<file path="src/verilog/cart_config.svh">
`ifndef CART_CONFIG_SVH
`define CART_CONFIG_SVH

// cartridge bus widths
`define CART_ADDR_W     16
`define CART_DATA_W     8

// sd control register window in the cartridge slot
`define SDC_ENABLE      16'h7E00    // bit 0 opens the window
`define SDC_CMD         16'h7E01
`define SDC_STATUS      16'h7E02
`define SDC_SADDR       16'h7E03    // four bytes, lsb first
`define SDC_END         16'h7EFF
`define SDC_SECTOR_W    32

// dot sequencer mux selects, active low
`define MSEL_LO         3'b110      // address bits 7..0
`define MSEL_HI         3'b101      // address bits 15..8
`define MSEL_CTL        3'b011      // control byte
`define MSEL_NONE       3'b111

// bit positions inside the control byte
`define CTL_MERQ_BIT    0
`define CTL_IORQ_BIT    1
`define CTL_M1_BIT      7

`define SYNC_STAGES     2

`endif

</file>
<file path="src/verilog/cart_pkg.sv">
`include "cart_config.svh"

package cart_pkg;

    // one bus frame, select then sample for each mux byte
    typedef enum logic [2:0] {
        PH_LO_SEL  = 3'd0,
        PH_LO_SMP  = 3'd1,
        PH_HI_SEL  = 3'd2,
        PH_HI_SMP  = 3'd3,
        PH_CTL_SEL = 3'd4,
        PH_CTL_SMP = 3'd5,
        PH_IDLE0   = 3'd6,
        PH_IDLE1   = 3'd7
    } dot_phase_t;

    typedef enum logic [1:0] {
        SD_OP_NONE  = 2'd0,
        SD_OP_READ  = 2'd1,
        SD_OP_WRITE = 2'd2,
        SD_OP_INIT  = 2'd3
    } sd_op_t;

    typedef struct packed {
        logic [`CART_ADDR_W-1:0] addr;    // published once per frame
        logic                    merq_n;
        logic                    iorq_n;
        logic                    m1_n;
        logic                    rd_n;    // synchronised strobes
        logic                    wr_n;
        logic                    sltsl_n;
        logic [`CART_DATA_W-1:0] data;
    } cart_bus_t;

    typedef struct packed {
        sd_op_t                   op;
        logic [`SDC_SECTOR_W-1:0] sector;
    } sd_cmd_t;

    typedef struct packed {
        logic                    hit;     // enabled window read in progress
        logic [`CART_DATA_W-1:0] data;
    } rd_resp_t;

endpackage

</file>
<file path="src/verilog/bus_demux.sv">
`timescale 1ns/1ps
`include "cart_config.svh"

module bus_demux
    import cart_pkg::*;
(
    input  logic                    clk108_w,
    input  logic                    ram_enabled_w,
    input  logic [`CART_DATA_W-1:0] mp,
    input  logic                    rd_n,
    input  logic                    wr_n,
    input  logic                    sltsl_n,
    input  logic [`CART_DATA_W-1:0] cd_in,
    output logic [2:0]              msel_n,
    output cart_bus_t               bus
);

    dot_phase_t phase_q;
    dot_phase_t phase_d;
    logic [2:0] msel_q;

    logic [`CART_DATA_W-1:0] lo_q;        // staging until the frame closes
    logic [`CART_DATA_W-1:0] hi_q;
    logic [`CART_ADDR_W-1:0] addr_q;
    logic                    merq_n_q;
    logic                    iorq_n_q;
    logic                    m1_n_q;

    logic [`SYNC_STAGES-1:0][2:0]              strb_sync;    // rd_n, wr_n, sltsl_n
    logic [`SYNC_STAGES-1:0][`CART_DATA_W-1:0] data_sync;

    function automatic logic [2:0] sel_code(input dot_phase_t ph);
        case (ph)
            PH_LO_SEL, PH_LO_SMP:   sel_code = `MSEL_LO;
            PH_HI_SEL, PH_HI_SMP:   sel_code = `MSEL_HI;
            PH_CTL_SEL, PH_CTL_SMP: sel_code = `MSEL_CTL;
            default:                sel_code = `MSEL_NONE;
        endcase
    endfunction

    //////////////////////////////////////////////////////////////////////
    // dot sequencer

    assign phase_d = dot_phase_t'(phase_q + 3'd1);    // wraps after PH_IDLE1

    // select is registered so the pins never glitch
    always_ff @(posedge clk108_w or negedge ram_enabled_w) begin
        if (!ram_enabled_w) begin
            phase_q <= PH_IDLE1;
            msel_q  <= `MSEL_NONE;
        end else begin
            phase_q <= phase_d;
            msel_q  <= sel_code(phase_d);
        end
    end

    assign msel_n = msel_q;

    //////////////////////////////////////////////////////////////////////
    // mux sampling, one cycle after each select

    always_ff @(posedge clk108_w) begin
        if (phase_q == PH_LO_SMP)
            lo_q <= mp;
        if (phase_q == PH_HI_SMP)
            hi_q <= mp;
        if (phase_q == PH_CTL_SMP)
            addr_q <= {hi_q, lo_q};    // whole address moves with the control byte
    end

    always_ff @(posedge clk108_w or negedge ram_enabled_w) begin
        if (!ram_enabled_w) begin
            merq_n_q <= 1'b1;
            iorq_n_q <= 1'b1;
            m1_n_q   <= 1'b1;
        end else if (phase_q == PH_CTL_SMP) begin
            merq_n_q <= mp[`CTL_MERQ_BIT];
            iorq_n_q <= mp[`CTL_IORQ_BIT];
            m1_n_q   <= mp[`CTL_M1_BIT];
        end
    end

    //////////////////////////////////////////////////////////////////////
    // strobe and data synchronisers

    always_ff @(posedge clk108_w or negedge ram_enabled_w) begin
        if (!ram_enabled_w)
            strb_sync <= '1;    // strobes idle high
        else
            strb_sync <= {strb_sync[`SYNC_STAGES-2:0], rd_n, wr_n, sltsl_n};
    end

    always_ff @(posedge clk108_w) begin
        data_sync <= {data_sync[`SYNC_STAGES-2:0], cd_in};
    end

    always_comb begin
        bus.addr    = addr_q;
        bus.merq_n  = merq_n_q;
        bus.iorq_n  = iorq_n_q;
        bus.m1_n    = m1_n_q;
        bus.rd_n    = strb_sync[`SYNC_STAGES-1][2];
        bus.wr_n    = strb_sync[`SYNC_STAGES-1][1];
        bus.sltsl_n = strb_sync[`SYNC_STAGES-1][0];
        bus.data    = data_sync[`SYNC_STAGES-1];
    end

    // the board only decodes these four selects
    a_msel_legal: assert property (@(posedge clk108_w) disable iff (!ram_enabled_w)
        msel_q inside {`MSEL_LO, `MSEL_HI, `MSEL_CTL, `MSEL_NONE});

endmodule

</file>
<file path="src/verilog/cart_data_out.sv">
`timescale 1ns/1ps
`include "cart_config.svh"

module cart_data_out
    import cart_pkg::*;
(
    input  logic                    clk108_w,
    input  logic                    ram_enabled_w,
    input  rd_resp_t                rd_resp,
    output logic [`CART_DATA_W-1:0] cd_out,
    output logic                    datadir
);

    logic                    hit_q;
    logic                    hit_start;
    logic [`CART_DATA_W-1:0] data_q;

    assign hit_start = rd_resp.hit && !hit_q;    // first cycle of a read

    always_ff @(posedge clk108_w or negedge ram_enabled_w) begin
        if (!ram_enabled_w)
            hit_q <= 1'b0;
        else
            hit_q <= rd_resp.hit;
    end

    // freeze the byte for the rest of the read
    always_ff @(posedge clk108_w) begin
        if (hit_start)
            data_q <= rd_resp.data;
    end

    assign cd_out = hit_start ? rd_resp.data : data_q;

    // low drives the cartridge bus
    // stays low one cycle past the end of the hit
    assign datadir = !(rd_resp.hit || hit_q);

endmodule

</file>
<file path="src/verilog/cart_top.sv">
`timescale 1ns/1ps
`include "cart_config.svh"

module cart_top
    import cart_pkg::*;
(
    input  logic                    clk108_w,
    input  logic                    ram_enabled_w,
    input  logic [`CART_DATA_W-1:0] mp,
    input  logic                    rd_n,
    input  logic                    wr_n,
    input  logic                    sltsl_n,
    input  logic [`CART_DATA_W-1:0] cd_in,
    input  logic                    sd_ack,
    input  logic                    crc_error,
    input  logic                    timeout_error,
    output logic [2:0]              msel_n,
    output logic [`CART_DATA_W-1:0] cd_out,
    output logic                    datadir,
    output logic                    sd_req,
    output sd_cmd_t                 sd_cmd,
    output logic                    led
);

    cart_bus_t bus;
    rd_resp_t  rd_resp;

    bus_demux bus_demux_i (
        .clk108_w      (clk108_w),
        .ram_enabled_w (ram_enabled_w),
        .mp            (mp),
        .rd_n          (rd_n),
        .wr_n          (wr_n),
        .sltsl_n       (sltsl_n),
        .cd_in         (cd_in),
        .msel_n        (msel_n),
        .bus           (bus)
    );

    sdc_regs sdc_regs_i (
        .clk108_w      (clk108_w),
        .ram_enabled_w (ram_enabled_w),
        .bus           (bus),
        .sd_ack        (sd_ack),
        .crc_error     (crc_error),
        .timeout_error (timeout_error),
        .rd_resp       (rd_resp),
        .sd_req        (sd_req),
        .sd_cmd        (sd_cmd),
        .led           (led)
    );

    cart_data_out cart_data_out_i (
        .clk108_w      (clk108_w),
        .ram_enabled_w (ram_enabled_w),
        .rd_resp       (rd_resp),
        .cd_out        (cd_out),
        .datadir       (datadir)
    );

endmodule

</file>
<file path="src/verilog/sdc_regs.sv">
`timescale 1ns/1ps
`include "cart_config.svh"

module sdc_regs
    import cart_pkg::*;
(
    input  logic      clk108_w,
    input  logic      ram_enabled_w,
    input  cart_bus_t bus,
    input  logic      sd_ack,
    input  logic      crc_error,
    input  logic      timeout_error,
    output rd_resp_t  rd_resp,
    output logic      sd_req,
    output sd_cmd_t   sd_cmd,
    output logic      led
);

    typedef enum logic [1:0] {
        HS_IDLE = 2'b00,
        HS_REQ  = 2'b01,    // req high until ack seen
        HS_REL  = 2'b10     // req low, wait for ack to drop
    } hs_state_t;

    hs_state_t                hs_q;
    logic                     en_q;
    logic [`SDC_SECTOR_W-1:0] sector_q;
    sd_cmd_t                  cmd_q;
    rd_resp_t                 resp_q;
    logic                     wr_n_q;

    logic                    mem_cyc;
    logic                    in_window;
    logic                    sel;
    logic                    wr_stb;
    logic                    busy;
    sd_op_t                  op_w;
    logic [`CART_DATA_W-1:0] rd_data;

    // plain memory cycle in our slot
    assign mem_cyc   = !bus.sltsl_n && !bus.merq_n && bus.iorq_n && bus.m1_n;
    assign in_window = (bus.addr >= `SDC_ENABLE) && (bus.addr <= `SDC_END);
    assign sel       = mem_cyc && en_q && in_window;
    // address is captured a frame ahead of the strobe on a real bus
    assign wr_stb    = mem_cyc && wr_n_q && !bus.wr_n;
    assign busy      = (hs_q != HS_IDLE);

    always_comb begin
        if (bus.data[0])
            op_w = SD_OP_READ;
        else if (bus.data[1])
            op_w = SD_OP_WRITE;
        else if (bus.data[7])
            op_w = SD_OP_INIT;
        else
            op_w = SD_OP_NONE;
    end

    //////////////////////////////////////////////////////////////////////
    // register writes

    always_ff @(posedge clk108_w or negedge ram_enabled_w) begin
        if (!ram_enabled_w) begin
            wr_n_q   <= 1'b1;
            en_q     <= 1'b0;
            sector_q <= '0;
        end else begin
            wr_n_q <= bus.wr_n;
            if (wr_stb && bus.addr == `SDC_ENABLE)
                en_q <= bus.data[0];    // reachable with the window closed
            if (wr_stb && sel) begin
                case (bus.addr)
                    `SDC_SADDR:          sector_q[7:0]   <= bus.data;
                    `SDC_SADDR + 16'd1:  sector_q[15:8]  <= bus.data;
                    `SDC_SADDR + 16'd2:  sector_q[23:16] <= bus.data;
                    `SDC_SADDR + 16'd3:  sector_q[31:24] <= bus.data;
                    default: ;
                endcase
            end
        end
    end

    //////////////////////////////////////////////////////////////////////
    // four-phase req/ack master

    always_ff @(posedge clk108_w or negedge ram_enabled_w) begin
        if (!ram_enabled_w) begin
            hs_q  <= HS_IDLE;
            cmd_q <= '0;
        end else begin
            case (hs_q)
                HS_IDLE: begin
                    // commands while busy fall through here and are dropped
                    if (wr_stb && sel && bus.addr == `SDC_CMD && op_w != SD_OP_NONE) begin
                        cmd_q.op     <= op_w;
                        cmd_q.sector <= sector_q;
                        hs_q         <= HS_REQ;
                    end
                end
                HS_REQ:  if (sd_ack)  hs_q <= HS_REL;
                HS_REL:  if (!sd_ack) hs_q <= HS_IDLE;
                default: hs_q <= HS_IDLE;
            endcase
        end
    end

    assign sd_req = (hs_q == HS_REQ);
    assign sd_cmd = cmd_q;
    assign led    = busy;

    //////////////////////////////////////////////////////////////////////
    // read side

    always_comb begin
        case (bus.addr)
            `SDC_ENABLE:        rd_data = {7'b0, en_q};
            `SDC_STATUS:        rd_data = {busy, 5'b0, timeout_error, crc_error};
            `SDC_SADDR:         rd_data = sector_q[7:0];
            `SDC_SADDR + 16'd1: rd_data = sector_q[15:8];
            `SDC_SADDR + 16'd2: rd_data = sector_q[23:16];
            `SDC_SADDR + 16'd3: rd_data = sector_q[31:24];
            default:            rd_data = 8'hFF;
        endcase
    end

    always_ff @(posedge clk108_w or negedge ram_enabled_w) begin
        if (!ram_enabled_w) begin
            resp_q <= '0;
        end else begin
            resp_q.hit  <= sel && !bus.rd_n;
            resp_q.data <= rd_data;
        end
    end

    assign rd_resp = resp_q;

    // req only drops once the engine has answered
    a_req_fall_after_ack: assert property (@(posedge clk108_w) disable iff (!ram_enabled_w)
        $fell(sd_req) |-> $past(sd_ack));

    // engine may sample the command at any point of the request
    a_cmd_stable: assert property (@(posedge clk108_w) disable iff (!ram_enabled_w)
        sd_req |=> !sd_req || $stable(sd_cmd));

endmodule
</file>
<file path="config.mk">
export PLATFORM = sky130hd
export DESIGN_NAME = cart_top
export DESIGN_NICKNAME = d
export VERILOG_FILES = /design/src/verilog/cart_pkg.sv /design/src/verilog/bus_demux.sv /design/src/verilog/cart_data_out.sv /design/src/verilog/cart_top.sv /design/src/verilog/sdc_regs.sv
export VERILOG_INCLUDE_DIRS = /design/src /design/src/verilog
export SDC_FILE = /design/constraint.sdc
export NUM_CORES = 1
export LEC_CHECK = 0
export BUFFER_PORTS_ARGS = -buffer_cell sky130_fd_sc_hd__buf_2
export CAP_MARGIN = 25
export CORE_MARGIN = 1.5
export CORE_UTILIZATION = 50
export CTS_BUF_LIST = sky130_fd_sc_hd__clkbuf_4 sky130_fd_sc_hd__clkbuf_8
export DETAILED_ROUTE_END_ITERATION = 8
export PLACE_DENSITY = 0.76
export SYNTH_ARGS = -nofsm -noshare
export SYNTH_HDL_FRONTEND = slang
export SYNTH_HIERARCHICAL = 1
export SYNTH_SLANG_ARGS = --single-unit
</file>
<file path="constraint.sdc">
create_clock -name clk108_w -period 4.02 [get_ports clk108_w]
set_clock_uncertainty 0.1 [all_clocks]
set_input_delay 0.402 -clock clk108_w [delete_from_list [all_inputs] [get_ports clk108_w]]
set_output_delay 0.402 -clock clk108_w [all_outputs]
set_load 0.01 [all_outputs]
</file>
==> impl_results.html, run 1 <==
<table>
<tr><th>Metric</th><th>Value</th></tr>
<tr><th colspan="2">Status</th></tr>
<tr><td>Status</td><td>completed</td></tr>
<tr><th colspan="2">Floorplanning</th></tr>
<tr><td>Placeable core area</td><td>11,370 um^2</td></tr>
<tr><td>Chip Height</td><td>110.8 um</td></tr>
<tr><td>Placement row count</td><td>39</td></tr>
<tr><td>Ports placed on the boundary</td><td>72</td></tr>
<tr><td>Die X</td><td>110.8 um</td></tr>
<tr><td>Starting utilization of the core area</td><td>0.5115</td></tr>
<tr><td>Die outline area</td><td>12,290 um^2</td></tr>
<tr><th colspan="2">Routing</th></tr>
<tr><td>Number of search-and-repair iterations in the first detailed-routing pass</td><td>4</td></tr>
<tr><td>Average routed wire per standard cell</td><td>16.13 um</td></tr>
<tr><td>Total via count after detailed routing</td><td>3,097</td></tr>
<tr><td>Initial DRC count</td><td>100</td></tr>
<tr><td>Via/cell ratio</td><td>5.170</td></tr>
<tr><td>Total Routed Length</td><td>9.661 mm</td></tr>
<tr><td>Number of routed nets with antenna violations</td><td>0</td></tr>
<tr><td>Final routed DRC violation total</td><td>0</td></tr>
<tr><th colspan="2">Power and ir drop</th></tr>
<tr><td>Worst vdd ir</td><td>0.3009 mV</td></tr>
<tr><td>Switching Power</td><td>0.5979 mW</td></tr>
<tr><td>Part of the power in registers</td><td>0.591</td></tr>
<tr><td>Switching fraction of total power</td><td>0.2231</td></tr>
<tr><td>Total power of the final layout</td><td>2.680 mW</td></tr>
<tr><td>Leak Pwr</td><td>3.174 nW</td></tr>
<tr><td>Power density normalized to cell area</td><td>403.3 nW/um^2</td></tr>
<tr><td>Clock share of power</td><td>0.392</td></tr>
<tr><td>Design internal power</td><td>2.082 mW</td></tr>
<tr><td>Combinational share of power</td><td>0.017</td></tr>
<tr><th colspan="2">Cells and area</th></tr>
<tr><td>Core utilization of the finished layout</td><td>0.5844</td></tr>
<tr><td>Syn-to-layout area delta</td><td>14.24%</td></tr>
<tr><td>Post-layout instance area</td><td>6644 um^2</td></tr>
<tr><td>Highest-count cells in the layout ignoring fill and taps</td><td>sky130_fd_sc_hd__dfrtp_1 (79), sky130_fd_sc_hd__buf_2 (70), sky130_fd_sc_hd__mux2_2 (47), sky130_fd_sc_hd__mux2_4 (36), sky130_fd_sc_hd__edfxtp_1 (32)</td></tr>
<tr><td>Fill cell count</td><td>877</td></tr>
<tr><td>Number of inserted diodes</td><td>0</td></tr>
<tr><td>Share of cells above drive strength 1</td><td>0.4715</td></tr>
<tr><td>Number of nets in the layout</td><td>473</td></tr>
<tr><td>Commonest non-fill, non-tap cell in the layout</td><td>sky130_fd_sc_hd__dfrtp_1</td></tr>
<tr><td>Non-filler cells, final</td><td>599</td></tr>
<tr><th colspan="2">Setup path</th></tr>
<tr><td>Startpoint type of the worst setup path</td><td>register</td></tr>
<tr><td>CP Data Arrival Time</td><td>2950 ps</td></tr>
<tr><td>Kind of end point of the critical path</td><td>register</td></tr>
<tr><td>Category of the most critical setup path</td><td>register to register</td></tr>
<tr><td>Worst Path Required</td><td>4240 ps</td></tr>
<tr><td>Biggest fanout along the worst timing path</td><td>35</td></tr>
<tr><th colspan="2">Clocking</th></tr>
<tr><td>CTS tree</td><td>yes</td></tr>
<tr><td>Number of clock sinks seen by CTS</td><td>151</td></tr>
<tr><td>Clock buffer depth</td><td>2</td></tr>
<tr><td>Num CTS Buffers</td><td>17</td></tr>
<tr><td>Post-CTS setup buffer count</td><td>0</td></tr>
<tr><td>CTS-repair resized insts</td><td>0</td></tr>
<tr><td>Clock root buffer master</td><td>sky130_fd_sc_hd__clkbuf_8</td></tr>
<tr><td>Quantity of hold-fixing buffers added after cts</td><td>12</td></tr>
<tr><td>Clock edge transition at the registers on the reported setup and hold paths</td><td>80 ps</td></tr>
<tr><td>Maximum level of the CTS H-tree</td><td>4</td></tr>
<tr><td>Insertion delay of the later-clocked pin in the worst-skew pair</td><td>440 ps</td></tr>
<tr><th colspan="2">STA</th></tr>
<tr><td>Final critical path time including I/O delays and setup</td><td>2724 ps</td></tr>
<tr><td>Highest Clock Rate</td><td>367.1 MHz</td></tr>
<tr><td>Crit path setup slack, layout</td><td>1296 ps</td></tr>
<tr><td>Number of failing setup endpoints in the final timing report</td><td>0</td></tr>
<tr><td>Period utilisation layout</td><td>0.6777</td></tr>
<tr><td>Post-Route Hold Slack</td><td>59.81 ps</td></tr>
<tr><td>Hold violation count in the final report</td><td>0</td></tr>
<tr><td>Unrepaired setup endpoints after global routing</td><td>false</td></tr>
<tr><td>Final Max Slew Viols</td><td>0</td></tr>
<tr><td>Setup Total Neg Slack</td><td>0 ps</td></tr>
<tr><td>Worst slew slack as a fraction of its limit</td><td>0.3794</td></tr>
<tr><td>Tightest Pin Transition</td><td>922.4 ps</td></tr>
<tr><th colspan="2">Global routing</th></tr>
<tr><td>Antenna violations before repair</td><td>0</td></tr>
<tr><td>Pin count of the biggest net entering global routing</td><td>67</td></tr>
<tr><td>GRT Total Usage</td><td>0.1719</td></tr>
<tr><td>First-pass GRT wire length</td><td>16.19 mm</td></tr>
<tr><td>Number of global-route vias before repair</td><td>3,244</td></tr>
<tr><td>Gr ovfl total</td><td>0</td></tr>
<tr><th colspan="2">Logic synthesis</th></tr>
<tr><td>Syn_area_per_cell</td><td>15.93 um^2</td></tr>
<tr><td>Flop and latch count out of synthesis</td><td>151</td></tr>
<tr><td>Synth unique cells</td><td>51</td></tr>
<tr><td>Mapped Cells</td><td>365</td></tr>
<tr><td>Commonest register cell after synthesis</td><td>sky130_fd_sc_hd__dfrtp_1</td></tr>
<tr><td>Count of flip-flops with a built-in enable after synthesis</td><td>32</td></tr>
<tr><td>Syn Std Cell Area</td><td>5816 um^2</td></tr>
<tr><td>Share of synthesized registers carrying an async set or reset</td><td>0.6291</td></tr>
<tr><td>Fraction of the yosys area taken by sequential cells</td><td>0.6601</td></tr>
<tr><td>Syn_nets</td><td>395</td></tr>
<tr><td>Yosys synthesis warning count</td><td>6</td></tr>
<tr><th colspan="2">Job</th></tr>
<tr><td>MaxCap Viol Count</td><td>0</td></tr>
<tr><th colspan="2">Placement</th></tr>
<tr><td>Placer Congestion</td><td>0.8352</td></tr>
<tr><td>Placed cell areas</td><td>6158 um^2</td></tr>
<tr><td>Minimum setup slack after placement</td><td>1306 ps</td></tr>
<tr><td>Sum of net half-perimeters after detailed placement</td><td>6.608 mm</td></tr>
<tr><td>Port Buf Inserts</td><td>71</td></tr>
<tr><td>Number of placed instances with taps included</td><td>555</td></tr>
<tr><th colspan="2">Min path</th></tr>
<tr><td>Class of the tightest hold or removal check</td><td>input pin to register</td></tr>
</table>
worst max-delay path, cell delays in order, from the launching register on:
cell,delay (ps)
sky130_fd_sc_hd__edfxtp_1,530
sky130_fd_sc_hd__or3_1,450
sky130_fd_sc_hd__nor3_2,230
sky130_fd_sc_hd__nand4_4,670
sky130_fd_sc_hd__mux2_4,570
cell type report:
type	instances	area, um^2	area share
Tap cell	143	178.9	0.02693
Multi-Input combinational cell	174	1715	0.2582
Sequential cell	151	3839	0.5778
Timing Repair Buffer	85	493.0	0.07420
Clock inverter	15	131.4	0.01977
Inverter	14	52.55	0.007910
Clock buffer	17	234.0	0.03522
power by group through the flow:
stage               clock network, mW  logic [mW]  registers, mW
CTS                              1.07      0.0471           1.58
detailed placement                  0      0.0380           1.62
global placement                    0      0.0365           1.61
global route                     1.14      0.0525           1.59
finish                           1.05      0.0452           1.58
floorplan                           0      0.0169           1.61
kinds of logic (layout without fill, tap and decap cells):
| family | Yosys count | count (layout) | synth area share |
|---|---|---|---|
| muxes | 87 | 87 | 0.1908 |
| buffers and inverters | 40 | 131 | 0.04496 |
| and+or+nand+nor | 61 | 61 | 0.06756 |
| xor gates and xnor gates | 1 | 1 | 0.001506 |
| AOI/OAI and AO/OA | 19 | 19 | 0.02216 |
| adders and majority gates | 6 | 6 | 0.01291 |
| DFF | 151 | 151 | 0.6601 |
final timing paths:
path                                           from               endpoint  slack, ps  depth (start not counted)
max reg2reg                   bus_demux_i/addr_q[1]  sdc_regs_i/sd_cmd[27]       1300                          4
max in group asynchronous             ram_enabled_w  bus_demux_i/msel_n[1]       2380                          3
min                                          sd_ack     sdc_regs_i/hs_q[0]         60                          2
min reg2reg                bus_demux_i/data_sync[7]     bus_demux_i/bus[7]        230                          0
max                           bus_demux_i/addr_q[1]  sdc_regs_i/sd_cmd[27]       1300                          4
min in group asynchronous             ram_enabled_w  sdc_regs_i/sd_cmd[21]        490                          2
synth_stat cells, types with 2 or more instances:
master                      instances  area (um^2)
sky130_fd_sc_hd__dfrtp_1           79         1977
sky130_fd_sc_hd__mux2_2            47        529.3
sky130_fd_sc_hd__mux2_4            36        540.5
sky130_fd_sc_hd__edfxtp_1          32        960.9
sky130_fd_sc_hd__dfxtp_1           24        480.5
sky130_fd_sc_hd__nand2_1           17        63.81
sky130_fd_sc_hd__dfstp_2           16        420.4
sky130_fd_sc_hd__buf_4             15        112.6
sky130_fd_sc_hd__inv_1             14        52.55
sky130_fd_sc_hd__nor2_1             7        26.28
sky130_fd_sc_hd__ha_1               6        75.07
sky130_fd_sc_hd__buf_6              5        56.30
sky130_fd_sc_hd__o2111ai_1          5        43.79
sky130_fd_sc_hd__o21ai_0            5        25.02
sky130_fd_sc_hd__mux2i_1            4        40.04
sky130_fd_sc_hd__nor3_1             4        20.02
sky130_fd_sc_hd__a21oi_1            3        15.01
sky130_fd_sc_hd__buf_2              3        15.01
sky130_fd_sc_hd__nand4_1            3        18.77
sky130_fd_sc_hd__nand2b_1           2        12.51
sky130_fd_sc_hd__nand3b_1           2        15.01
sky130_fd_sc_hd__nand4b_1           2        17.52
sky130_fd_sc_hd__nor2b_1            2        12.51
sky130_fd_sc_hd__nor3b_1            2        15.01
sky130_fd_sc_hd__nor4_1             2        12.51
sky130_fd_sc_hd__or3b_2             2        17.52
sky130_fd_sc_hd__or4_1              2        15.01
metal layers:
metal | global-route usage | up-vias | wire length [um]
met4 | 0.07179 | 0 | 179
met5 | 0 | - | 0
met2 | 0.2765 | 81 | 4715
met1 | 0.2123 | 1559 | 4255
li1 | - | 1441 | -
met3 | 0.06014 | 16 | 510
state kept, by name, indices dropped and copies added, names as in the netlist, 8 cells and up:
signal and count:
bus_demux_i/hi_q 8, bus_demux_i/lo_q 8, sdc_regs_i/sd_cmd 34, sdc_regs_i/sector_q 32, bus_demux_i/addr_q 16, bus_demux_i/bus 11
cart_data_out_i/data_q 8, bus_demux_i/data_sync 8, sdc_regs_i/rd_resp 9
No activity file was read; power rests on OpenSTA's default activity.
==> run 2: changes to the inputs <==
clock period = 2.7 ns   (was 4.02 ns; I/O delays follow)
==> impl_results.html, run 2 (same netlist as run 1, synthesis figures left out) <==
<table>
<tr><th>Metric</th><th>Value</th></tr>
<tr><th colspan="2">Setup path</th></tr>
<tr><td>Last element of the critical path</td><td>sdc_regs_i/sector_q[9] (was sdc_regs_i/sd_cmd[27])</td></tr>
<tr><td>R2R depth</td><td>4 (unchanged)</td></tr>
<tr><td>Category of the most critical setup path</td><td>register to register (unchanged)</td></tr>
<tr><td>Stage delay of the slowest cell on the critical path</td><td>540 ps (was 670 ps)</td></tr>
<tr><td>RR Endpoint</td><td>sdc_regs_i/sector_q[9] (was sdc_regs_i/sd_cmd[27])</td></tr>
<tr><td>Total buffers and inverters traversed by the critical path</td><td>0 (unchanged)</td></tr>
<tr><td>Slowest cell on the critical path</td><td>sky130_fd_sc_hd__edfxtp_1 (was sky130_fd_sc_hd__nand4_4)</td></tr>
<tr><td>Start point of the critical path</td><td>bus_demux_i/addr_q[2] (was bus_demux_i/addr_q[1])</td></tr>
<tr><td>Minimum setup slack among reg-to-reg paths</td><td>350 ps (was 1300 ps)</td></tr>
<tr><td>CP Data Arrival Time</td><td>2580 ps (was 2950 ps)</td></tr>
<tr><td>Instance count on the critical path</td><td>4 (unchanged)</td></tr>
<tr><td>Cell breakdown of the critical path</td><td>or3b_2 &gt; nor3_1 &gt; and3b_1 &gt; mux2_2 (was or3_1 &gt; nor3_2 &gt; nand4_4 &gt; mux2_4)</td></tr>
<tr><td>FF-to-FF Start</td><td>bus_demux_i/addr_q[2] (was bus_demux_i/addr_q[1])</td></tr>
<tr><td>Biggest fanout along the worst timing path</td><td>11 (was 35)</td></tr>
<tr><td>Startpoint type of the worst setup path</td><td>register (unchanged)</td></tr>
<tr><td>Kind of end point of the critical path</td><td>register (unchanged)</td></tr>
<tr><td>Family with the most delay on the worst path</td><td>simple AND/OR/NAND/NOR gates (unchanged)</td></tr>
<tr><td>Worst Path Required</td><td>2920 ps (was 4240 ps)</td></tr>
<tr><th colspan="2">Routing</th></tr>
<tr><td>Number of search-and-repair iterations in the first detailed-routing pass</td><td>4 (unchanged)</td></tr>
<tr><td>Number of routed nets with antenna violations</td><td>0 (unchanged)</td></tr>
<tr><td>Total via count after detailed routing</td><td>3,078 (was 3,097)</td></tr>
<tr><td>Initial DRC count</td><td>79 (was 100)</td></tr>
<tr><td>Total Routed Length</td><td>9.659 mm (was 9.661 mm)</td></tr>
<tr><td>Final routed DRC violation total</td><td>0 (unchanged)</td></tr>
<tr><td>Average routed wire per standard cell</td><td>15.76 um (was 16.13 um)</td></tr>
<tr><td>Via/cell ratio</td><td>5.021 (was 5.170)</td></tr>
<tr><th colspan="2">STA</th></tr>
<tr><td>Final Max Slew Viols</td><td>0 (unchanged)</td></tr>
<tr><td>Setup Total Neg Slack</td><td>0 ps (unchanged)</td></tr>
<tr><td>Unrepaired setup endpoints after global routing</td><td>false (unchanged)</td></tr>
<tr><td>Worst slew slack as a fraction of its limit</td><td>0.5564 (was 0.3794)</td></tr>
<tr><td>Final critical path time including I/O delays and setup</td><td>2354 ps (was 2724 ps)</td></tr>
<tr><td>Number of failing setup endpoints in the final timing report</td><td>0 (unchanged)</td></tr>
<tr><td>Period utilisation layout</td><td>0.8718 (was 0.6777)</td></tr>
<tr><td>Highest Clock Rate</td><td>424.8 MHz (was 367.1 MHz)</td></tr>
<tr><td>Crit path setup slack, layout</td><td>346.1 ps (was 1296 ps)</td></tr>
<tr><td>Hold violation count in the final report</td><td>0 (unchanged)</td></tr>
<tr><td>Tightest Pin Transition</td><td>665.5 ps (was 922.4 ps)</td></tr>
<tr><th colspan="2">Global routing</th></tr>
<tr><td>Number of global-route vias before repair</td><td>3,216 (was 3,244)</td></tr>
<tr><td>GRT Total Usage</td><td>0.1738 (was 0.1719)</td></tr>
<tr><td>Antenna violations before repair</td><td>0 (unchanged)</td></tr>
<tr><td>Gr ovfl total</td><td>0 (unchanged)</td></tr>
<tr><td>First-pass GRT wire length</td><td>16.43 mm (was 16.19 mm)</td></tr>
<tr><td>Pin count of the biggest net entering global routing</td><td>55 (was 67)</td></tr>
<tr><th colspan="2">Floorplanning</th></tr>
<tr><td>Placeable core area</td><td>11,370 um^2 (unchanged)</td></tr>
<tr><td>Starting utilization of the core area</td><td>0.5115 (unchanged)</td></tr>
<tr><td>Die outline area</td><td>12,290 um^2 (unchanged)</td></tr>
<tr><td>Die X</td><td>110.8 um (unchanged)</td></tr>
<tr><td>Placement row count</td><td>39 (unchanged)</td></tr>
<tr><td>Chip Height</td><td>110.8 um (unchanged)</td></tr>
<tr><td>Ports placed on the boundary</td><td>72 (unchanged)</td></tr>
<tr><th colspan="2">Cells and area</th></tr>
<tr><td>Number of nets in the layout</td><td>487 (was 473)</td></tr>
<tr><td>Syn-to-layout area delta</td><td>18.14% (was 14.24%)</td></tr>
<tr><td>Commonest non-fill, non-tap cell in the layout</td><td>sky130_fd_sc_hd__dfrtp_1 (unchanged)</td></tr>
<tr><td>Combined area of the multi-input logic cells</td><td>1715 um^2 (unchanged)</td></tr>
<tr><td>Share of cells above drive strength 1</td><td>0.4681 (was 0.4715)</td></tr>
<tr><td>Flip-flop count of the largest register after layout</td><td>34 (unchanged)</td></tr>
<tr><td>Number of inserted diodes</td><td>0 (unchanged)</td></tr>
<tr><td>Register cell area after layout</td><td>3839 um^2 (unchanged)</td></tr>
<tr><td>Fill cell count</td><td>850 (was 877)</td></tr>
<tr><td>Highest-count cells in the layout ignoring fill and taps</td><td>sky130_fd_sc_hd__dfrtp_1 (79), sky130_fd_sc_hd__buf_2 (70), sky130_fd_sc_hd__mux2_2 (47), sky130_fd_sc_hd__mux2_4 (36), sky130_fd_sc_hd__edfxtp_1 (32) (unchanged)</td></tr>
<tr><th colspan="2">Job</th></tr>
<tr><td>MaxCap Viol Count</td><td>0 (unchanged)</td></tr>
<tr><th colspan="2">Clocking</th></tr>
<tr><td>Insertion delay of the later-clocked pin in the worst-skew pair</td><td>440 ps (about the same)</td></tr>
<tr><td>Post-CTS setup buffer count</td><td>0 (unchanged)</td></tr>
<tr><td>CTS-repair resized insts</td><td>0 (unchanged)</td></tr>
<tr><td>Maximum level of the CTS H-tree</td><td>4 (unchanged)</td></tr>
<tr><td>CTS tree</td><td>yes (unchanged)</td></tr>
<tr><td>Clock edge transition at the registers on the reported setup and hold paths</td><td>80 ps (about the same)</td></tr>
<tr><td>Clock root buffer master</td><td>sky130_fd_sc_hd__clkbuf_8 (unchanged)</td></tr>
<tr><td>Num CTS Buffers</td><td>17 (unchanged)</td></tr>
<tr><td>Quantity of hold-fixing buffers added after cts</td><td>21 (was 12)</td></tr>
<tr><td>Clock buffer depth</td><td>2 (unchanged)</td></tr>
<tr><td>Number of clock sinks seen by CTS</td><td>151 (unchanged)</td></tr>
<tr><th colspan="2">Status</th></tr>
<tr><td>Status</td><td>completed (unchanged)</td></tr>
<tr><th colspan="2">Power and ir drop</th></tr>
<tr><td>Leak Pwr</td><td>3.300 nW (was 3.174 nW)</td></tr>
<tr><td>Worst vdd ir</td><td>0.3814 mV (was 0.3009 mV)</td></tr>
<tr><td>Power density normalized to cell area</td><td>625.4 nW/um^2 (was 403.3 nW/um^2)</td></tr>
<tr><th colspan="2">Placement</th></tr>
<tr><td>Minimum setup slack after placement</td><td>370.9 ps (was 1306 ps)</td></tr>
<tr><td>Port Buf Inserts</td><td>71 (unchanged)</td></tr>
<tr><td>Sum of net half-perimeters after detailed placement</td><td>6.623 mm (was 6.608 mm)</td></tr>
<tr><td>Placer Congestion</td><td>0.8670 (was 0.8352)</td></tr>
<tr><th colspan="2">Min path</th></tr>
<tr><td>Class of the tightest hold or removal check</td><td>register to register (was input pin to register)</td></tr>
</table>
[run 2: layer usage]
layer | up-vias | track usage | wire length, um
li1 | 1465 | - | -
met1 | 1534 | 0.2235 | 4422
met2 | 64 | 0.2716 | 4669
met3 | 15 | 0.05303 | 382
met4 | 0 | 0.08034 | 184
met5 | - | 0 | 0
[run 2: worst min-delay path by stage]
stage,from,end,slack [ps],cells after the start
after floorplan,ram_enabled_w,cart_data_out_i/hit_q,-130,0
after global placement,bus_demux_i/data_sync[1],bus_demux_i/bus[1],210,0
after detailed placement,bus_demux_i/data_sync[7],bus_demux_i/bus[7],210,0
after CTS,timeout_error,sdc_regs_i/rd_resp[1],230,5
after global routing,bus_demux_i/data_sync[6],bus_demux_i/bus[6],240,0
final,bus_demux_i/data_sync[4],bus_demux_i/bus[4],230,0
[run 2: layout make-up]
cell class | instances | share of cell area
repair buffers | 99 | 0.09397
inverters | 14 | 0.007649
clock inverters | 9 | 0.02149
multi-input cells | 174 | 0.2497
flip-flops and latches | 151 | 0.5587
clock buffers | 23 | 0.04243
well taps | 143 | 0.02604
[run 2: per-stage QoR]
step                std cells  hold slack [ps]  cell area, um^2  power, mW  utilization
floorplan                 365           -125.6             5816      2.420            -
global placement          560            213.5             6221      2.462       0.5472
detailed placement        560            212.1             6221      2.464       0.5472
CTS                       613            226.7             6870      4.344       0.6043
global route              613            236.4             6870      4.456       0.6043
finish                    613            228.2             6870      4.297       0.6043
[run 2: where the power goes]
part | internal [mW] | switching, mW | total (mW)
clock network | 1.09 | 0.766 | 1.86
registers | 2.34 | 0.0154 | 2.36
logic | 0.0395 | 0.0398 | 0.0793
